$ cat config.mk
export PLATFORM = sky130hd
export DESIGN_NAME = rvfi_mem_check_top
export DESIGN_NICKNAME = d
export VERILOG_FILES = /design/src/rtl/rvfi_check_pkg.sv /design/src/rtl/fifo_peek_if.sv /design/src/rtl/check_status_regs.sv /design/src/rtl/mem_expect_builder.sv /design/src/rtl/rvfi_mem_check_top.sv /design/src/rtl/rvfi_mem_compare.sv /design/src/rtl/xfer_fifo.sv
export SDC_FILE = /design/constraint.sdc
export NUM_CORES = 1
export LEC_CHECK = 0
export ABC_CLOCK_PERIOD_IN_PS = 16000
export BUFFER_PORTS_ARGS = -buffer_cell sky130_fd_sc_hd__clkbuf_2
export CAP_MARGIN = 20
export CORE_ASPECT_RATIO = 0.8
export CORE_UTILIZATION = 44
export DETAILED_ROUTE_END_ITERATION = 10
export PLACE_DENSITY = 0.69
export SKIP_LAST_GASP = 1
export SLEW_MARGIN = 40
export SYNTH_ARGS = -nofsm -noshare
export SYNTH_HDL_FRONTEND = slang
export SYNTH_SLANG_ARGS = --single-unit
$ cat constraint.sdc
create_clock -name clk_i -period 16 [get_ports clk_i]
set_input_delay 1.6 -clock clk_i [delete_from_list [all_inputs] [get_ports clk_i]]
set_output_delay 1.6 -clock clk_i [all_outputs]
set_load 0.005 [all_outputs]
$ cat src/rtl/rvfi_check_pkg.sv
// RVFI memory monitor definitions
`default_nettype none

package rvfi_check_pkg;

  localparam int unsigned ADDR_W    = 32;
  localparam int unsigned DATA_W    = 32;
  localparam int unsigned BE_W      = 4;
  localparam int unsigned LOG_DEPTH = 8;
  localparam int unsigned LOG_PTR_W = $clog2(LOG_DEPTH);
  localparam int unsigned ERR_CNT_W = 8;

  // One granted OBI request as it appears on the data bus
  typedef struct packed {
    logic [ADDR_W-1:0] addr;
    logic [BE_W-1:0]   be;
    logic              we;
    logic [DATA_W-1:0] wdata;
  } obi_req_t;

  typedef struct packed {
    logic [DATA_W-1:0] rdata;
    logic              err;
  } obi_resp_t;

  // Memory fields of one retired instruction
  typedef struct packed {
    logic [ADDR_W-1:0] addr;
    logic [BE_W-1:0]   rmask;
    logic [BE_W-1:0]   wmask;
    logic [DATA_W-1:0] rdata;
    logic [DATA_W-1:0] wdata;
    logic              err;
  } rvfi_mem_t;

  typedef struct packed {
    logic addr;
    logic mask;
    logic data;
    logic err;
    logic missing;
  } mismatch_t;

  // Expands byte enables into a bit mask over the data word
  function automatic logic [DATA_W-1:0] be_to_bits(input logic [BE_W-1:0] be);
    logic [DATA_W-1:0] bits;
    for (int i = 0; i < BE_W; i++) begin
      bits[8*i +: 8] = {8{be[i]}};
    end
    return bits;
  endfunction

endpackage

`default_nettype wire

$ cat src/rtl/fifo_peek_if.sv
// Transfer log peek interface
`timescale 1ns/1ps
`default_nettype none

interface fifo_peek_if
  import rvfi_check_pkg::*;
#(
  parameter type payload_t = logic
) ();

  // The two oldest entries, valid as far as level says
  payload_t             head;
  payload_t             next;
  logic [LOG_PTR_W:0]   level;
  // Entries to retire at the next clock edge, 0 to 2
  logic [1:0]           pop_cnt;

  modport fifo   (output head, output next, output level, input pop_cnt);
  modport reader (input head, input next, input level, output pop_cnt);

endinterface

`default_nettype wire

$ cat src/rtl/check_status_regs.sv
// Monitor status registers
`timescale 1ns/1ps
`default_nettype none

module check_status_regs
  import rvfi_check_pkg::*;
(
  input  logic                  clk_i,
  input  logic                  rst_ni,
  input  mismatch_t             mismatch_i,
  input  logic                  clr_i,
  output mismatch_t             sticky_o,
  output logic [ERR_CNT_W-1:0]  error_count_o
);

  mismatch_t             sticky_q;
  logic [ERR_CNT_W-1:0]  count_q;
  logic [ERR_CNT_W-1:0]  count_inc;
  logic                  any_flag;

  assign any_flag = |mismatch_i;

  // The visible status already includes the flag shown on mismatch_i this cycle
  assign sticky_o  = sticky_q | mismatch_i;
  assign count_inc = (any_flag && (count_q != '1)) ? count_q + 1'b1 : count_q;
  assign error_count_o = count_inc;

  always_ff @(posedge clk_i or negedge rst_ni) begin
    if (!rst_ni) begin
      sticky_q <= '0;
      count_q  <= '0;
    end else if (clr_i) begin
      // A flag present during the clear survives it
      sticky_q <= mismatch_i;
      count_q  <= ERR_CNT_W'(any_flag);
    end else begin
      sticky_q <= sticky_o;
      count_q  <= count_inc;
    end
  end

endmodule

`default_nettype wire

$ cat src/rtl/mem_expect_builder.sv
// Expected RVFI access builder
`timescale 1ns/1ps
`default_nettype none

module mem_expect_builder
  import rvfi_check_pkg::*;
(
  fifo_peek_if.reader  req_log,
  fifo_peek_if.reader  resp_log,
  input  rvfi_mem_t    cap_i,
  input  logic         cap_valid_i,
  output rvfi_mem_t    exp_o,
  output logic         short_o
);

  logic [1:0]        lsb;
  logic [BE_W-1:0]   cap_mask;
  logic              is_read;
  logic              split;
  logic [1:0]        need;
  logic [2:0]        shift2;
  logic [DATA_W-1:0] first_data;
  logic [DATA_W-1:0] second_data;
  logic [BE_W-1:0]   exp_mask;
  logic [DATA_W-1:0] exp_data;
  logic              exp_err;

  assign lsb      = req_log.head.addr[1:0];
  assign cap_mask = cap_i.rmask | cap_i.wmask;
  assign is_read  = |cap_i.rmask;

  // A misaligned access crossing the word boundary arrives as two transfers
  assign split  = (3'(lsb) + 3'($countones(cap_mask))) > 3'd4;
  assign need   = split ? 2'd2 : 2'd1;
  assign shift2 = 3'd4 - 3'(lsb);

  // Both logs must already hold every transfer of this access
  assign short_o = cap_valid_i &&
                   ((req_log.level < need) || (resp_log.level < need));

  assign req_log.pop_cnt  = (cap_valid_i && !short_o) ? need : 2'd0;
  assign resp_log.pop_cnt = (cap_valid_i && !short_o) ? need : 2'd0;

  // Loads take their bytes from the responses and stores from the requests
  assign first_data  = is_read ? resp_log.head.rdata : req_log.head.wdata;
  assign second_data = is_read ? resp_log.next.rdata : req_log.next.wdata;

  ////////////////////////////////////////////////////////////////////////////
  // Realignment and merge
  ////////////////////////////////////////////////////////////////////////////

  always_comb begin
    if (split) begin
      exp_mask = (req_log.head.be >> lsb) | (req_log.next.be << shift2);
      exp_data = ((first_data & be_to_bits(req_log.head.be)) >> {lsb, 3'b000}) |
                 ((second_data & be_to_bits(req_log.next.be)) << {shift2, 3'b000});
      exp_err  = resp_log.head.err | resp_log.next.err;
    end else begin
      exp_mask = req_log.head.be >> lsb;
      exp_data = first_data >> {lsb, 3'b000};
      exp_err  = resp_log.head.err;
    end
  end

  always_comb begin
    exp_o = '0;
    if (cap_valid_i) begin
      // Both halves of a split share the address of the first request
      exp_o.addr = req_log.head.addr;
      exp_o.err  = exp_err;
      if (is_read) begin
        exp_o.rmask = exp_mask;
        exp_o.rdata = exp_data;
      end else begin
        exp_o.wmask = exp_mask;
        exp_o.wdata = exp_data;
      end
    end
  end

endmodule

`default_nettype wire

$ cat src/rtl/rvfi_mem_check_top.sv
// RVFI memory consistency monitor
`timescale 1ns/1ps
`default_nettype none

module rvfi_mem_check_top
  import rvfi_check_pkg::*;
(
  input  logic                  clk_i,
  input  logic                  rst_ni,

  input  logic                  obi_req_i,
  input  logic                  obi_gnt_i,
  input  logic [ADDR_W-1:0]     obi_addr_i,
  input  logic [BE_W-1:0]       obi_be_i,
  input  logic                  obi_we_i,
  input  logic [DATA_W-1:0]     obi_wdata_i,
  input  logic                  obi_rvalid_i,
  input  logic [DATA_W-1:0]     obi_rdata_i,
  input  logic                  obi_err_i,

  input  logic                  rvfi_valid_i,
  input  logic [ADDR_W-1:0]     rvfi_mem_addr_i,
  input  logic [BE_W-1:0]       rvfi_mem_rmask_i,
  input  logic [BE_W-1:0]       rvfi_mem_wmask_i,
  input  logic [DATA_W-1:0]     rvfi_mem_rdata_i,
  input  logic [DATA_W-1:0]     rvfi_mem_wdata_i,
  input  logic                  rvfi_mem_err_i,

  input  logic                  status_clr_i,
  output mismatch_t             mismatch_o,
  output mismatch_t             sticky_o,
  output logic [ERR_CNT_W-1:0]  error_count_o
);

  obi_req_t  obi_req;
  obi_resp_t obi_resp;
  rvfi_mem_t rvfi_mem;
  rvfi_mem_t cap;
  rvfi_mem_t exp_mem;
  logic      cap_valid;
  logic      short_log;
  logic      req_push;
  mismatch_t mismatch;

  fifo_peek_if #(.payload_t(obi_req_t))  req_log_if  ();
  fifo_peek_if #(.payload_t(obi_resp_t)) resp_log_if ();

  assign req_push = obi_req_i && obi_gnt_i;

  assign obi_req  = '{addr: obi_addr_i, be: obi_be_i, we: obi_we_i, wdata: obi_wdata_i};
  assign obi_resp = '{rdata: obi_rdata_i, err: obi_err_i};
  assign rvfi_mem = '{addr: rvfi_mem_addr_i, rmask: rvfi_mem_rmask_i,
                      wmask: rvfi_mem_wmask_i, rdata: rvfi_mem_rdata_i,
                      wdata: rvfi_mem_wdata_i, err: rvfi_mem_err_i};

  ////////////////////////////////////////////////////////////////////////////
  // Transfer logs
  ////////////////////////////////////////////////////////////////////////////

  xfer_fifo #(.payload_t(obi_req_t)) u_req_log (
    .clk_i  (clk_i),
    .rst_ni (rst_ni),
    .push_i (req_push),
    .data_i (obi_req),
    .peek   (req_log_if.fifo)
  );

  xfer_fifo #(.payload_t(obi_resp_t)) u_resp_log (
    .clk_i  (clk_i),
    .rst_ni (rst_ni),
    .push_i (obi_rvalid_i),
    .data_i (obi_resp),
    .peek   (resp_log_if.fifo)
  );

  mem_expect_builder u_builder (
    .req_log     (req_log_if.reader),
    .resp_log    (resp_log_if.reader),
    .cap_i       (cap),
    .cap_valid_i (cap_valid),
    .exp_o       (exp_mem),
    .short_o     (short_log)
  );

  rvfi_mem_compare u_compare (
    .clk_i        (clk_i),
    .rst_ni       (rst_ni),
    .rvfi_valid_i (rvfi_valid_i),
    .rvfi_mem_i   (rvfi_mem),
    .exp_i        (exp_mem),
    .short_i      (short_log),
    .cap_o        (cap),
    .cap_valid_o  (cap_valid),
    .mismatch_o   (mismatch)
  );

  check_status_regs u_status (
    .clk_i         (clk_i),
    .rst_ni        (rst_ni),
    .mismatch_i    (mismatch),
    .clr_i         (status_clr_i),
    .sticky_o      (sticky_o),
    .error_count_o (error_count_o)
  );

  assign mismatch_o = mismatch;

endmodule

`default_nettype wire

$ cat src/rtl/rvfi_mem_compare.sv
// Retired access comparator
`timescale 1ns/1ps
`default_nettype none

module rvfi_mem_compare
  import rvfi_check_pkg::*;
(
  input  logic       clk_i,
  input  logic       rst_ni,
  input  logic       rvfi_valid_i,
  input  rvfi_mem_t  rvfi_mem_i,
  input  rvfi_mem_t  exp_i,
  input  logic       short_i,
  output rvfi_mem_t  cap_o,
  output logic       cap_valid_o,
  output mismatch_t  mismatch_o
);

  rvfi_mem_t cap_q;
  logic      cap_valid_q;
  logic      has_mem;
  mismatch_t mismatch_d;
  mismatch_t mismatch_q;

  // Instructions without a memory access are not checked
  assign has_mem = |(rvfi_mem_i.rmask | rvfi_mem_i.wmask);

  always_ff @(posedge clk_i) begin
    if (rvfi_valid_i && has_mem) begin
      cap_q <= rvfi_mem_i;
    end
  end

  always_ff @(posedge clk_i or negedge rst_ni) begin
    if (!rst_ni) begin
      cap_valid_q <= 1'b0;
      mismatch_q  <= '0;
    end else begin
      cap_valid_q <= rvfi_valid_i && has_mem;
      mismatch_q  <= mismatch_d;
    end
  end

  // A missing transfer masks every other comparison
  always_comb begin
    mismatch_d = '0;
    if (cap_valid_q) begin
      if (short_i) begin
        mismatch_d.missing = 1'b1;
      end else begin
        mismatch_d.addr = cap_q.addr != exp_i.addr;
        mismatch_d.mask = (cap_q.rmask != exp_i.rmask) || (cap_q.wmask != exp_i.wmask);
        // Bytes outside the reported mask carry no meaning
        mismatch_d.data = (((cap_q.rdata ^ exp_i.rdata) & be_to_bits(cap_q.rmask)) != '0) ||
                          (((cap_q.wdata ^ exp_i.wdata) & be_to_bits(cap_q.wmask)) != '0);
        mismatch_d.err  = cap_q.err != exp_i.err;
      end
    end
  end

  assign cap_o       = cap_q;
  assign cap_valid_o = cap_valid_q;
  assign mismatch_o  = mismatch_q;

  // One memory operation per instruction, so a retirement is a load or a store
  a_single_direction : assert property (@(posedge clk_i) disable iff (!rst_ni)
    cap_valid_q |-> !((|cap_q.rmask) && (|cap_q.wmask)));

endmodule

`default_nettype wire

$ cat src/rtl/xfer_fifo.sv
// OBI transfer log
`timescale 1ns/1ps
`default_nettype none

module xfer_fifo
  import rvfi_check_pkg::*;
#(
  parameter type payload_t = obi_req_t
) (
  input  logic        clk_i,
  input  logic        rst_ni,
  input  logic        push_i,
  input  payload_t    data_i,
  fifo_peek_if.fifo   peek
);

  payload_t               mem [LOG_DEPTH];
  logic [LOG_PTR_W-1:0]   wr_ptr_q;
  logic [LOG_PTR_W-1:0]   rd_ptr_q;
  logic [LOG_PTR_W-1:0]   rd_ptr_nxt;
  logic [LOG_PTR_W:0]     level_q;

  // Depth is a power of two so the pointers wrap on their own
  assign rd_ptr_nxt = rd_ptr_q + 1'b1;

  assign peek.head  = mem[rd_ptr_q];
  assign peek.next  = mem[rd_ptr_nxt];
  assign peek.level = level_q;

  always_ff @(posedge clk_i) begin
    if (push_i) begin
      mem[wr_ptr_q] <= data_i;
    end
  end

  always_ff @(posedge clk_i or negedge rst_ni) begin
    if (!rst_ni) begin
      wr_ptr_q <= '0;
      rd_ptr_q <= '0;
      level_q  <= '0;
    end else begin
      if (push_i) begin
        wr_ptr_q <= wr_ptr_q + 1'b1;
      end
      rd_ptr_q <= rd_ptr_q + LOG_PTR_W'(peek.pop_cnt);
      level_q  <= level_q + (LOG_PTR_W+1)'(push_i) - (LOG_PTR_W+1)'(peek.pop_cnt);
    end
  end

  ////////////////////////////////////////////////////////////////////////////
  // Log integrity
  ////////////////////////////////////////////////////////////////////////////

  // A full log only accepts a transfer when the builder retires one at the same edge
  a_no_overflow : assert property (@(posedge clk_i) disable iff (!rst_ni)
    (push_i && (level_q == LOG_DEPTH)) |-> (peek.pop_cnt != 2'd0));

  // The builder never retires entries that have not been logged yet
  a_no_overpop : assert property (@(posedge clk_i) disable iff (!rst_ni)
    (LOG_PTR_W+1)'(peek.pop_cnt) <= level_q);

endmodule

`default_nettype wire

After elaboration in Yosys (flattened, before gate mapping):

Memory sizes are Yosys's and may differ from the RTL's.
Cells that the tools add are included.

* memory bits (writable): 816
* memories kept: 2
* output and inout bits: 18
* ROM bits: 0
* register bits after elaboration: 144
* word-level logic and storage cells: 103
* latch bits: 0
* input bits: 214

* multipliers: 0
* reductions and logical operators: 14
* $lt $le $gt $ge: 3
* bitwise logic cells: 12
* muxes and demuxes: 22
* div/mod/pow operators: 0
* add/sub/neg operators: 16
* shifts and indexed selects: 5
* eq/ne operators: 5

Memory list
* u_req_log.mem: words 8, bits a word 69, read ports 2, clocked after Yosys merged registers in 0, wr ports 1, line xfer_fifo.sv:17 `payload_t mem [LOG_DEPTH];`
* u_resp_log.mem: words 8, bits a word 33, read ports 2, clocked after Yosys merged registers in 0, wr ports 1, line xfer_fifo.sv:17

Operator list (count)
* $mux W32: 5
* $and A32 B32 Y32: 4
* $mux W105: 1
* $reduce_bool A32 Y1: 2
* $shr A32 B5 Y32: 2
* $xor A32 B32 Y32: 2
* $ne A32 B32 Y1: 1
* $or A32 B32 Y32: 1
* $shl A32 B6 Y32: 1
* $mux W4: 4
* $mux W8: 2
* $add A3 B1 Y3 const B: 4
* $or A4 B4 Y4: 3
* $mux W5: 2
* $add A4 B1 Y4: 2
* $add A8 B1 Y8 const B: 1
* $lt A4 B2 Y1: 2
* $ne A4 B4 Y1: 2
* $ne A8 B8 Y1 const B: 1
* $reduce_or A4 Y1: 2
* $sub A4 B2 Y4: 2
* $add A3 B2 Y3: 2
* $mux W1: 6
* $logic_and A1 B1 Y1: 5
* other kinds (14): 18

Logic depth before layout (Yosys ltp):

Gate-level depths: netlist of run 1.
An unclocked memory read counts as a cell.

* depth in word-level cells: 15
* depth in mapped cells: 26
* mapped depth without buffers: 21

Modules after synthesis:

Synthesis of run 1 repeated with hierarchy kept, for this count alone.

* cell total of the unflattened synthesis: 3414
* area total of the unflattened synthesis: 48589.1 µm²

Modules (own cells, without submodules)
* xfer_fifo (u_req_log): times used 1, sequential area each 16826.1 µm², cells each 1724, area an instance 26598.0 µm²
* xfer_fifo (u_resp_log): times used 1, sequential area each 8177.8 µm², cells each 852, area an instance 13090.1 µm²
* rvfi_mem_compare: times used 1, sequential area each 3303.2 µm², cells each 263, area an instance 4510.6 µm²
* mem_expect_builder: times used 1, sequential area each 0.0 µm², cells each 508, area an instance 3682.3 µm²
* check_status_regs: times used 1, sequential area each 325.3 µm², cells each 66, area an instance 701.9 µm²
* rvfi_mem_check_top: times used 1, sequential area each 0.0 µm², cells each 1, area an instance 6.3 µm²

Least setup slack after synthesis of run 1:

No wires, ideal clock.

* path type: input -> register
* from: input rvfi_mem_wmask_i[1]
* to: register u_compare.cap_valid_q (netlist: u_compare.cap_valid_o)
* library setup time: 0.928 ns
* required time: 15.072 ns
* path buffers: 0
* stages: 2
* path slack: 5.795 ns
* arrival time: 9.277 ns
* cell sequence: nor4_1 -> a21boi_0

* longest elaborated chain between the ends: 3

RTL lines
* from (decl): line rvfi_mem_check_top.sv:24 `input logic [BE_W-1:0] rvfi_mem_wmask_i,`
* $or A4 B4 Y4: line rvfi_mem_compare.sv:26 `assign has_mem = |(rvfi_mem_i.rmask | rvfi_mem_i.wmask);`
* $reduce_or A4 Y1: line rvfi_mem_compare.sv:26
* $logic_and A1 B1 Y1: line rvfi_mem_compare.sv:39 `cap_valid_q <= rvfi_valid_i && has_mem;`
* to (signal assigned): line rvfi_mem_compare.sv:39
* to (decl): line rvfi_mem_compare.sv:20 `logic cap_valid_q;`

Every way passes these cells.
A chain may end at the register's enable or synchronous reset.

==> impl_results.rst, run 1 <==
.. list-table::
   :header-rows: 1

   * - Metric
     - Value
   * - Status
     - complete, no violations
   * - Number of filler cells placed in the layout
     - 8031
   * - Proportion of netlist area held by the largest area contributor
     - between 60% and 70%
   * - Vias in the first global route
     - around 27000
   * - List of cells traversed by the critical path
     - mux4_2, mux2i_4, inv_2, fa_1, ha_1, xnor2_1, nor2_2, clkinv_2, o211ai_1, nor3_1, a21oi_1, o21ai_1, or3b_1, o22ai_1, a22oi_1, o41ai_1, and4bb_2, a31oi_1
   * - Synth Flop Type
     - sky130_fd_sc_hd__edfxtp_1
   * - Cell Count Post-Placement
     - slightly above 4000
   * - Synthesized Nets
     - 2913
   * - Largest net degree at the start of global routing
     - 66
   * - Mux cell area share after synthesis
     - approximately 20%
   * - Setup repair after global routing missed its margin
     - no
   * - Number of placement rows
     - about 100
   * - Global routing usage summed across all routing layers
     - 24.68%
   * - Final setup violation count
     - 0
   * - Classification of the worst-slack hold path
     - reg -> reg
   * - Startpoint-to-endpoint class of the critical path
     - reg -> reg
   * - Sequential share of the synthesized area
     - a little over three fifths
   * - Critical path capture point type
     - flop
   * - Die boundary width
     - about 360 um
   * - Count of non-filler cells in the finished layout
     - between 4000 and 5000
   * - Die Y-Extent
     - 287.6 um
   * - Post-CTS Resized
     - 0
   * - Number of buffers inserted by port buffering
     - 230
   * - Antenna Violating Nets Remaining
     - 0
   * - Last weighted congestion value of the routability-driven placer
     - 0.9687
   * - Cells after Synth
     - 2673
   * - Number of CTS-inserted buffers
     - 97
   * - First-pass GRT wire length
     - between 150 and 200 mm
   * - Core ar.
     - between 0.1 and 0.15 mm^2
   * - Power density over cell area
     - approximately 230 mW/mm^2
   * - Highest-delay cell along the critical path
     - sky130_fd_sc_hd__dfrtp_4
   * - Area leader, netlist
     - sky130_fd_sc_hd__edfxtp_1
   * - Vias per Instance
     - approximately 6.3
   * - Final total negative setup slack
     - 0 ps
   * - HPWL after detailed placement
     - around 84 mm
   * - Total of warnings raised by yosys
     - 0
   * - Post-Route WL
     - about 130 mm
   * - Adder-cell area share of the yosys netlist
     - 0.8256%
   * - Worst setup path startpoint
     - u_req_log.rd_ptr_q[0]
   * - Clock insertion delay at the later pin of the skew report
     - approximately 690 ps
   * - Synth cell types
     - 96
   * - Number of hold buffers added after cts
     - 0
   * - Fraction of final layout cells sized beyond drive strength 1
     - just under 30%
   * - Clock skew after layout
     - ~44 ps
   * - Xor/xnor cell area share of the yosys netlist
     - ~1.5%
   * - Most used standard cells in the synthesized netlist
     - 913 x sky130_fd_sc_hd__edfxtp_1, 304 x sky130_fd_sc_hd__mux4_2, 171 x sky130_fd_sc_hd__nand2_1
   * - Top post-synthesis cells by area
     - sky130_fd_sc_hd__edfxtp_1 61%, sky130_fd_sc_hd__mux4_2 15%, sky130_fd_sc_hd__mux2i_1 3.1%, sky130_fd_sc_hd__dfrtp_1 2.2%, sky130_fd_sc_hd__nand2_1 1.4%
   * - Achievable Freq
     - approximately 0.14 GHz
   * - #FFs+latches synth
     - ~950
   * - DRC violations left
     - 0
   * - Number of enable-type register cells in the synthesized netlist
     - roughly 910
   * - Final Hold Fails
     - 0
   * - Number of antenna violations at the first check in global routing
     - 14
   * - Initial standard-cell utilization of the core
     - ~44%
   * - Worst-margin pin slew
     - 867.3 ps
   * - Number of sinks driven by the clock tree
     - between 900 and 1000
   * - Synth-to-layout area growth
     - 13.03%
   * - Worst EP arrival
     - roughly 7600 ps
   * - Hold_ws
     - roughly 490 ps
   * - Buffers from clock root to sink, at most
     - 3
   * - Clock input transition at the sequential cells of the worst setup and hold paths
     - 60 ps
   * - Area fraction in and, or, nand and nor cells after synthesis
     - between 5 and 6%
   * - Max-slew violation count
     - 0
   * - Average footprint of a synthesized cell
     - roughly 17 um^2
   * - Dominant combinational cell family by area after synthesis
     - multiplexers
   * - Critical Path Fanout Max
     - 39
   * - Total setup buffers inserted after CTS
     - 0
   * - Most common cell in the synthesized netlist
     - sky130_fd_sc_hd__edfxtp_1
   * - Final design utilization
     - 50.28%
   * - Post-placement cell area
     - between 0.04 and 0.05 mm^2
   * - CP max stage delay
     - 890 ps
   * - Master cell of the clock root buffer
     - sky130_fd_sc_hd__clkbuf_16
   * - Worst reg2reg path startpoint
     - u_req_log.rd_ptr_q[0]
   * - Vias after detailed routing
     - about 27000
   * - Async set-reset flop share out of synthesis
     - 4.097%
   * - Synthesized-area fraction occupied by ao, oa, aoi and oai cells
     - under 10%
   * - Number of DRC violations after detailed-routing iteration 0
     - ~3600
   * - I/O pin cnt
     - around 230
   * - CP Data Required Time
     - 16530 ps
   * - Slew Limit Headroom
     - between 40% and 50%
   * - Minimum period implied by the final worst setup slack
     - between 7000 and 8000 ps
   * - Number of max-cap violations
     - 0
   * - CTS tree
     - built
   * - Post-layout net count
     - between 3000 and 4000
   * - Final period utilization
     - 44.30%
   * - Final std cell area, no fill
     - just over 0.05 mm^2
   * - Final global-route overflow total
     - 0
   * - Worst vdd rail ir drop
     - about 140 uV
   * - Leakage power
     - 0.01698 uW
   * - Kind of start point of the critical path
     - flop
   * - First-pass iteration count of the detailed router
     - 5
   * - Post-synthesis instance area
     - about 0.045 mm^2
   * - Floorplan die area
     - approximately 0.10 mm^2
   * - H-tree lvl count
     - 3
   * - Origin of the worst min-delay path
     - u_status.sticky_q[0]
   * - Average wire per standard cell
     - between 20 and 30 um
[cell type report]
| cell class | count | area (um^2) | area share, % |
|---|---|---|---|
| diodes | 2 | 5.005 | 0.009871 |
| clock buffers | 118 | 2597 | 5.123 |
| clock inverters | 61 | 596.8 | 1.177 |
| inverters | 43 | 162.7 | 0.3208 |
| multi-input cells | 1529 | 15680 | 30.92 |
| flip-flops and latches | 952 | 28410 | 56.04 |
| well taps | 1325 | 1658 | 3.270 |
| repair buffers | 286 | 1592 | 3.139 |
[flip-flops by register name, summed over array words and instances, names as in the netlist]
register,cells
u_compare.cap_o,105
u_compare.cap_valid_o,1
u_compare.mismatch_o,5
u_req_log.mem,544
u_req_log.peek.level,4
u_req_log.rd_ptr_q,3
u_req_log.wr_ptr_q,3
u_resp_log.mem,264
u_resp_log.peek.level,4
u_resp_log.rd_ptr_q,3
u_resp_log.wr_ptr_q,3
u_status.count_q,8
u_status.sticky_q,5
[per-layer routing]
metal	part of all wire, %	GRT usage, %
met1	42	34.66
met4	3.2	8.197
met3	8.8	6.016
met2	46	37.89
met5	0.10	0
[through the flow]
| stage | setup WS, ps | power, uW |
|---|---|---|
| floorplan | 5795 | 7248 |
| global route | 8531 | 11900 |
| global placement | 8384 | 8981 |
| detailed placement | 8984 | 9118 |
| finish | 8912 | 11440 |
| CTS | 8910 | 11380 |
[cells by family (layout without fill, tap and decap cells)]
family / count (synthesis) / in the layout
AO/OA/AOI/OAI: 398 / 398
XOR/XNOR: 75 / 75
adder cells (fa/ha/maj): 26 / 26
buffers and inverters: 192 / 508
flip-flops: 952 / 952
multiplexers: 500 / 500
other: 0 / 2
AND/OR/NAND/NOR: 530 / 530
[worst paths after layout]
check	slack, ps	depth (start not counted)	endpoint
hold / removal	490	1	u_status.sticky_q[0]
setup / recovery	8910	18	u_compare.mismatch_o[2]
setup reg to reg	8910	18	u_compare.mismatch_o[2]
min in group asynchronous	1030	2	u_resp_log.rd_ptr_q[1]
max in group asynchronous	14490	2	u_req_log.rd_ptr_q[2]
hold reg to reg	490	1	u_status.sticky_q[0]
[power by group]
part | internal [uW] | total [uW] | leakage [uW] | switching, uW
logic | 2260 | 5930 | 0.00662 | 3670
registers | 3020 | 3250 | 0.00881 | 231
clock network | 1290 | 2250 | 0.00155 | 963
[critical path, delay by kind of cell (launching register included)]
family                   cells  cell delay [ps]
AO/OA/AOI/OAI                7             1940
multiplexers                 2             1280
AND/OR/NAND/NOR              4              980
flip-flops                   1              890
buffers and inverters        2              880
adder cells (fa/ha/maj)      2              810
XOR/XNOR                     1              170
[placed cells by master (no fill, tap or decap), drive strengths merged, types with 11 or more instances in the layout]
| cell | n |
|---|---|
| nand3 | 48 |
| and2 | 16 |
| a22oi | 30 |
| mux2 | 55 |
| clkinv | 48 |
| o32ai | 12 |
| nand2 | 172 |
| nor3 | 50 |
| a31oi | 21 |
| dfrtp | 39 |
| o21ai | 67 |
| edfxtp | 913 |
| xor2 | 34 |
| a32oi | 15 |
| mux2i | 141 |
| inv | 43 |
| or2 | 14 |
| o22ai | 27 |
| a21oi | 76 |
| xnor2 | 41 |
| buf | 56 |
| clkbuf | 348 |
| mux4 | 304 |
| a211oi | 26 |
| nand3b | 11 |
| nor2 | 105 |
| ha | 20 |
| nand4 | 14 |
| and3 | 12 |
| a21o | 11 |
| nand2b | 19 |
| a221oi | 12 |
| nor2b | 21 |
Note: power is estimated with default switching activity, not from simulation.
==> inputs of run 2 (changes only) <==
- ABC_CLOCK_PERIOD_IN_PS: 16000 -> 6700
- clock period: 16 -> 6.7 ns (I/O delays scaled with it)
==> run 2 against run 1 <==
- die area unchanged
- maximum frequency increased by 28%
- cell area increased by 0.28%
- final cell count is 0.90% higher
- total power increased by 140%
- global-route usage rose by 0.16 points
- critical path depth is 2 higher
- count of clock-buffer cells in the layout shrank 8
- largest power group unchanged
==> impl_results.rst, run 2 (synthesized netlist as in run 1, its figures left out) <==
.. list-table::
   :header-rows: 1

   * - Metric
     - Value
   * - Status
     - complete, no violations (unchanged)
   * - Clock skew after layout
     - 61.98 ps (was 43.66 ps)
   * - Master cell of the clock root buffer
     - sky130_fd_sc_hd__clkbuf_16 (unchanged)
   * - Buffers from clock root to sink, at most
     - 3 (unchanged)
   * - Final Hold Fails
     - 0 (unchanged)
   * - Capturing point of the worst reg2reg path
     - u_req_log.peek.level[1] (was u_compare.mismatch_o[2])
   * - Antenna Violating Nets Remaining
     - 0 (unchanged)
   * - Leakage power
     - 0.01708 uW (was 0.01698 uW)
   * - Number of flip-flops in the largest register
     - 544 (unchanged)
   * - Global routing usage summed across all routing layers
     - 24.84% (was 24.68%)
   * - Minimum period implied by the final worst setup slack
     - 5559 ps (was 7088 ps)
   * - Die Y-Extent
     - 287.6 um (unchanged)
   * - Post-layout net count
     - 3187 (was 3149)
   * - CTS tree
     - built (unchanged)
   * - Worst EP arrival
     - 6110 ps (was 7620 ps)
   * - Worst-margin pin slew
     - 942.3 ps (was 867.3 ps)
   * - Startpoint-to-endpoint class of the critical path
     - reg -> reg (unchanged)
   * - Number of sinks driven by the clock tree
     - 952 (unchanged)
   * - Average wire per standard cell
     - 29.70 um (was 29.78 um)
   * - First-pass GRT wire length
     - 187.8 mm (was 186.4 mm)
   * - HPWL after detailed placement
     - 86.20 mm (was 83.68 mm)
   * - Largest Register
     - u_req_log.mem (unchanged)
   * - Post-CTS Resized
     - 0 (unchanged)
   * - Commonest non-fill, non-tap cell in the layout
     - sky130_fd_sc_hd__edfxtp_1 (unchanged)
   * - Cell-internal power
     - 15770 uW (was 6571 uW)
   * - First-pass iteration count of the detailed router
     - 5 (unchanged)
   * - Synth-to-layout area growth
     - 13.34% (was 13.03%)
   * - Achievable Freq
     - 0.1799 GHz (was 0.1411 GHz)
   * - Commonest cells after routing, fill and taps aside
     - 913 x sky130_fd_sc_hd__edfxtp_1, 304 x sky130_fd_sc_hd__mux4_2, 230 x sky130_fd_sc_hd__clkbuf_2 (unchanged)
   * - DRC violations left
     - 0 (unchanged)
   * - Worst reg2reg path startpoint
     - u_req_log.rd_ptr_q[0] (unchanged)
   * - Final total negative setup slack
     - 0 ps (unchanged)
   * - Post-Route WL
     - 129.3 mm (was 128.6 mm)
   * - Kind of cell adding the most delay to the critical path
     - adder cells (was compound AO/OA/AOI/OAI gates)
   * - Vias in the first global route
     - 27411 (was 27276)
   * - Vias after detailed routing
     - 27657 (was 27347)
   * - Final global-route overflow total
     - 0 (unchanged)
   * - Total setup buffers inserted after CTS
     - 0 (unchanged)
   * - Critical path's most frequent cell
     - sky130_fd_sc_hd__ha_1
   * - Total power consumption of the routed design
     - 27470 uW (was 11440 uW)
   * - Die boundary width
     - 359.0 um (unchanged)
   * - List of cells traversed by the critical path
     - mux4_2, mux2i_4, inv_2, fa_1, ha_1, xnor2_1, nor2_2, clkinv_1, ha_1, o21a_1, o21ai_0, a32o_1, nor2_1, nand2_1, or2_2, nand2_1, ha_1, inv_1, fa_1, inv_1 (was mux4_2, mux2i_4, inv_2, fa_1, ha_1, xnor2_1, nor2_2, clkinv_2, o211ai_1, nor3_1, a21oi_1, o21ai_1, or3b_1, o22ai_1, a22oi_1, o41ai_1, and4bb_2, a31oi_1)
   * - Max-slew violation count
     - 0 (unchanged)
   * - Number of hold buffers added after cts
     - 0 (unchanged)
   * - Last weighted congestion value of the routability-driven placer
     - 0.9466 (was 0.9687)
   * - Final period utilization
     - 82.97% (was 44.30%)
   * - Floorplan die area
     - 0.1032 mm^2 (unchanged)
   * - I/O pin cnt
     - 232 (unchanged)
   * - Number of max-cap violations
     - 0 (unchanged)
   * - Core ar.
     - 0.1008 mm^2 (unchanged)
   * - Setup slack of the worst register-to-register path
     - 1140 ps (was 8910 ps)
   * - CP Data Required Time
     - 7250 ps (was 16530 ps)
   * - Highest-delay cell along the critical path
     - sky130_fd_sc_hd__dfrtp_4 (unchanged)
   * - Largest net degree at the start of global routing
     - 103 (was 66)
   * - Critical path buffers and inverters
     - 4 (was 2)
   * - Total net switching power
     - 11700 uW (was 4865 uW)
   * - Portion of total power attributed to combinational logic
     - 53.4% (was 51.8%)
   * - Part of the total power dissipated in the clock network
     - 18.6% (was 19.7%)
   * - Vias per Instance
     - 6.351 (was 6.336)
   * - Number of CTS-inserted buffers
     - 96 (was 97)
   * - Fraction of final layout cells sized beyond drive strength 1
     - 29.79% (was 29.51%)
   * - Sequential share of power
     - 28.0% (was 28.5%)
   * - Final setup violation count
     - 0 (unchanged)
   * - Setup repair after global routing missed its margin
     - no (unchanged)
   * - Worst vdd rail ir drop
     - 485.5 uV (was 137.6 uV)
   * - Depth of the worst register-to-register path
     - 20 (was 18)
   * - Initial standard-cell utilization of the core
     - 44.48% (unchanged)
   * - Number of DRC violations after detailed-routing iteration 0
     - 3110 (was 3599)
   * - Critical path capture point type
     - flop (unchanged)
   * - Number of buffers inserted by port buffering
     - 230 (unchanged)
   * - Power density over cell area
     - 540.3 mW/mm^2 (was 225.6 mW/mm^2)
   * - Slew Limit Headroom
     - 36.80% (was 40.53%)
   * - Critical Path Fanout Max
     - 17 (was 39)
   * - Fraction of power spent switching nets
     - 42.59% (was 42.54%)
   * - Clock input transition at the sequential cells of the worst setup and hold paths
     - 60 ps (about the same)
   * - H-tree lvl count
     - 3 (unchanged)
   * - Clock insertion delay at the later pin of the skew report
     - 710 ps (was 690 ps)
   * - Kind of start point of the critical path
     - flop (unchanged)
   * - CP max stage delay
     - 670 ps (was 890 ps)
   * - Number of placement rows
     - 104 (unchanged)
   * - Number of antenna violations at the first check in global routing
     - 17 (was 14)
   * - Classification of the worst-slack hold path
     - in -> async (was reg -> reg)
-- run 2: worst reg2reg max path: cells and delay by family, from the launching register on --
family / cells / cell delay (ps)
buf+inv: 4 / 570
compound gates: 3 / 400
flops: 1 / 670
simple gates: 5 / 1050
mux: 2 / 790
fa+ha+maj: 5 / 1830
xor+xnor: 1 / 160
-- run 2: cell type report --
cell class | count | area (um^2)
Antenna cell | 6 | 15.01
Clock buffer | 110 | 2455
Clock inverter | 65 | 533.0
Fill cell | 8025 | 50000
Inverter | 43 | 161.4
Multi-Input combinational cell | 1529 | 15660
Sequential cell | 952 | 28410
Tap cell | 1325 | 1658
Timing Repair Buffer | 325 | 1949
-- run 2: worst max path at each step --
stage | from | to | depth (start not counted)
6_report | u_req_log.rd_ptr_q[0] | u_req_log.peek.level[1] | 20
5_1_grt | u_req_log.rd_ptr_q[0] | u_resp_log.peek.level[2] | 20
4_1_cts | u_req_log.rd_ptr_q[0] | u_req_log.peek.level[1] | 20
3_5_place_dp | u_req_log.rd_ptr_q[0] | u_resp_log.peek.level[2] | 20
3_3_place_gp | u_req_log.rd_ptr_q[0] | u_req_log.peek.level[1] | 20
2_1_floorplan | rvfi_mem_rmask_i[0] | u_compare.cap_valid_o | 2
-- run 2: per-layer routing --
layer	wire length, um	track usage [%]	part of all wire, %	up-vias
met4	3569	7.747	2.8	18
met2	59950	38.44	46	1413
li1	-	-	-	11579
met1	54060	35.40	42	14436
met3	11640	5.178	9.0	211
met5	115	0	0.089	-
-- run 2: metrics by stage --
stage | util [%] | instance area, um^2 | hold WS (ps) | instances | setup slack [ps]
6_report | 50.42 | 50840 | 93.92 | 4355 | 1141
5_1_grt | 50.42 | 50840 | 130.9 | 4355 | 743.1
4_1_cts | 50.36 | 50790 | 95.21 | 4347 | 1037
3_5_place_dp | 47.40 | 47800 | 462.4 | 4172 | 1072
3_3_place_gp | 47.37 | 47770 | 453.6 | 4172 | 1133
2_1_floorplan | - | 44860 | 374.4 | 2673 | 360.3
-- run 2: power groups by stage --
stage / sequential, uW / combinational (uW) / clock [uW]
detailed placement: 7800 / 14400 / 0
CTS: 7690 / 14400 / 5190
global placement: 7740 / 14200 / 0
finish: 7690 / 14700 / 5120
floorplan: 7560 / 9740 / 0
global route: 7750 / 15500 / 5410
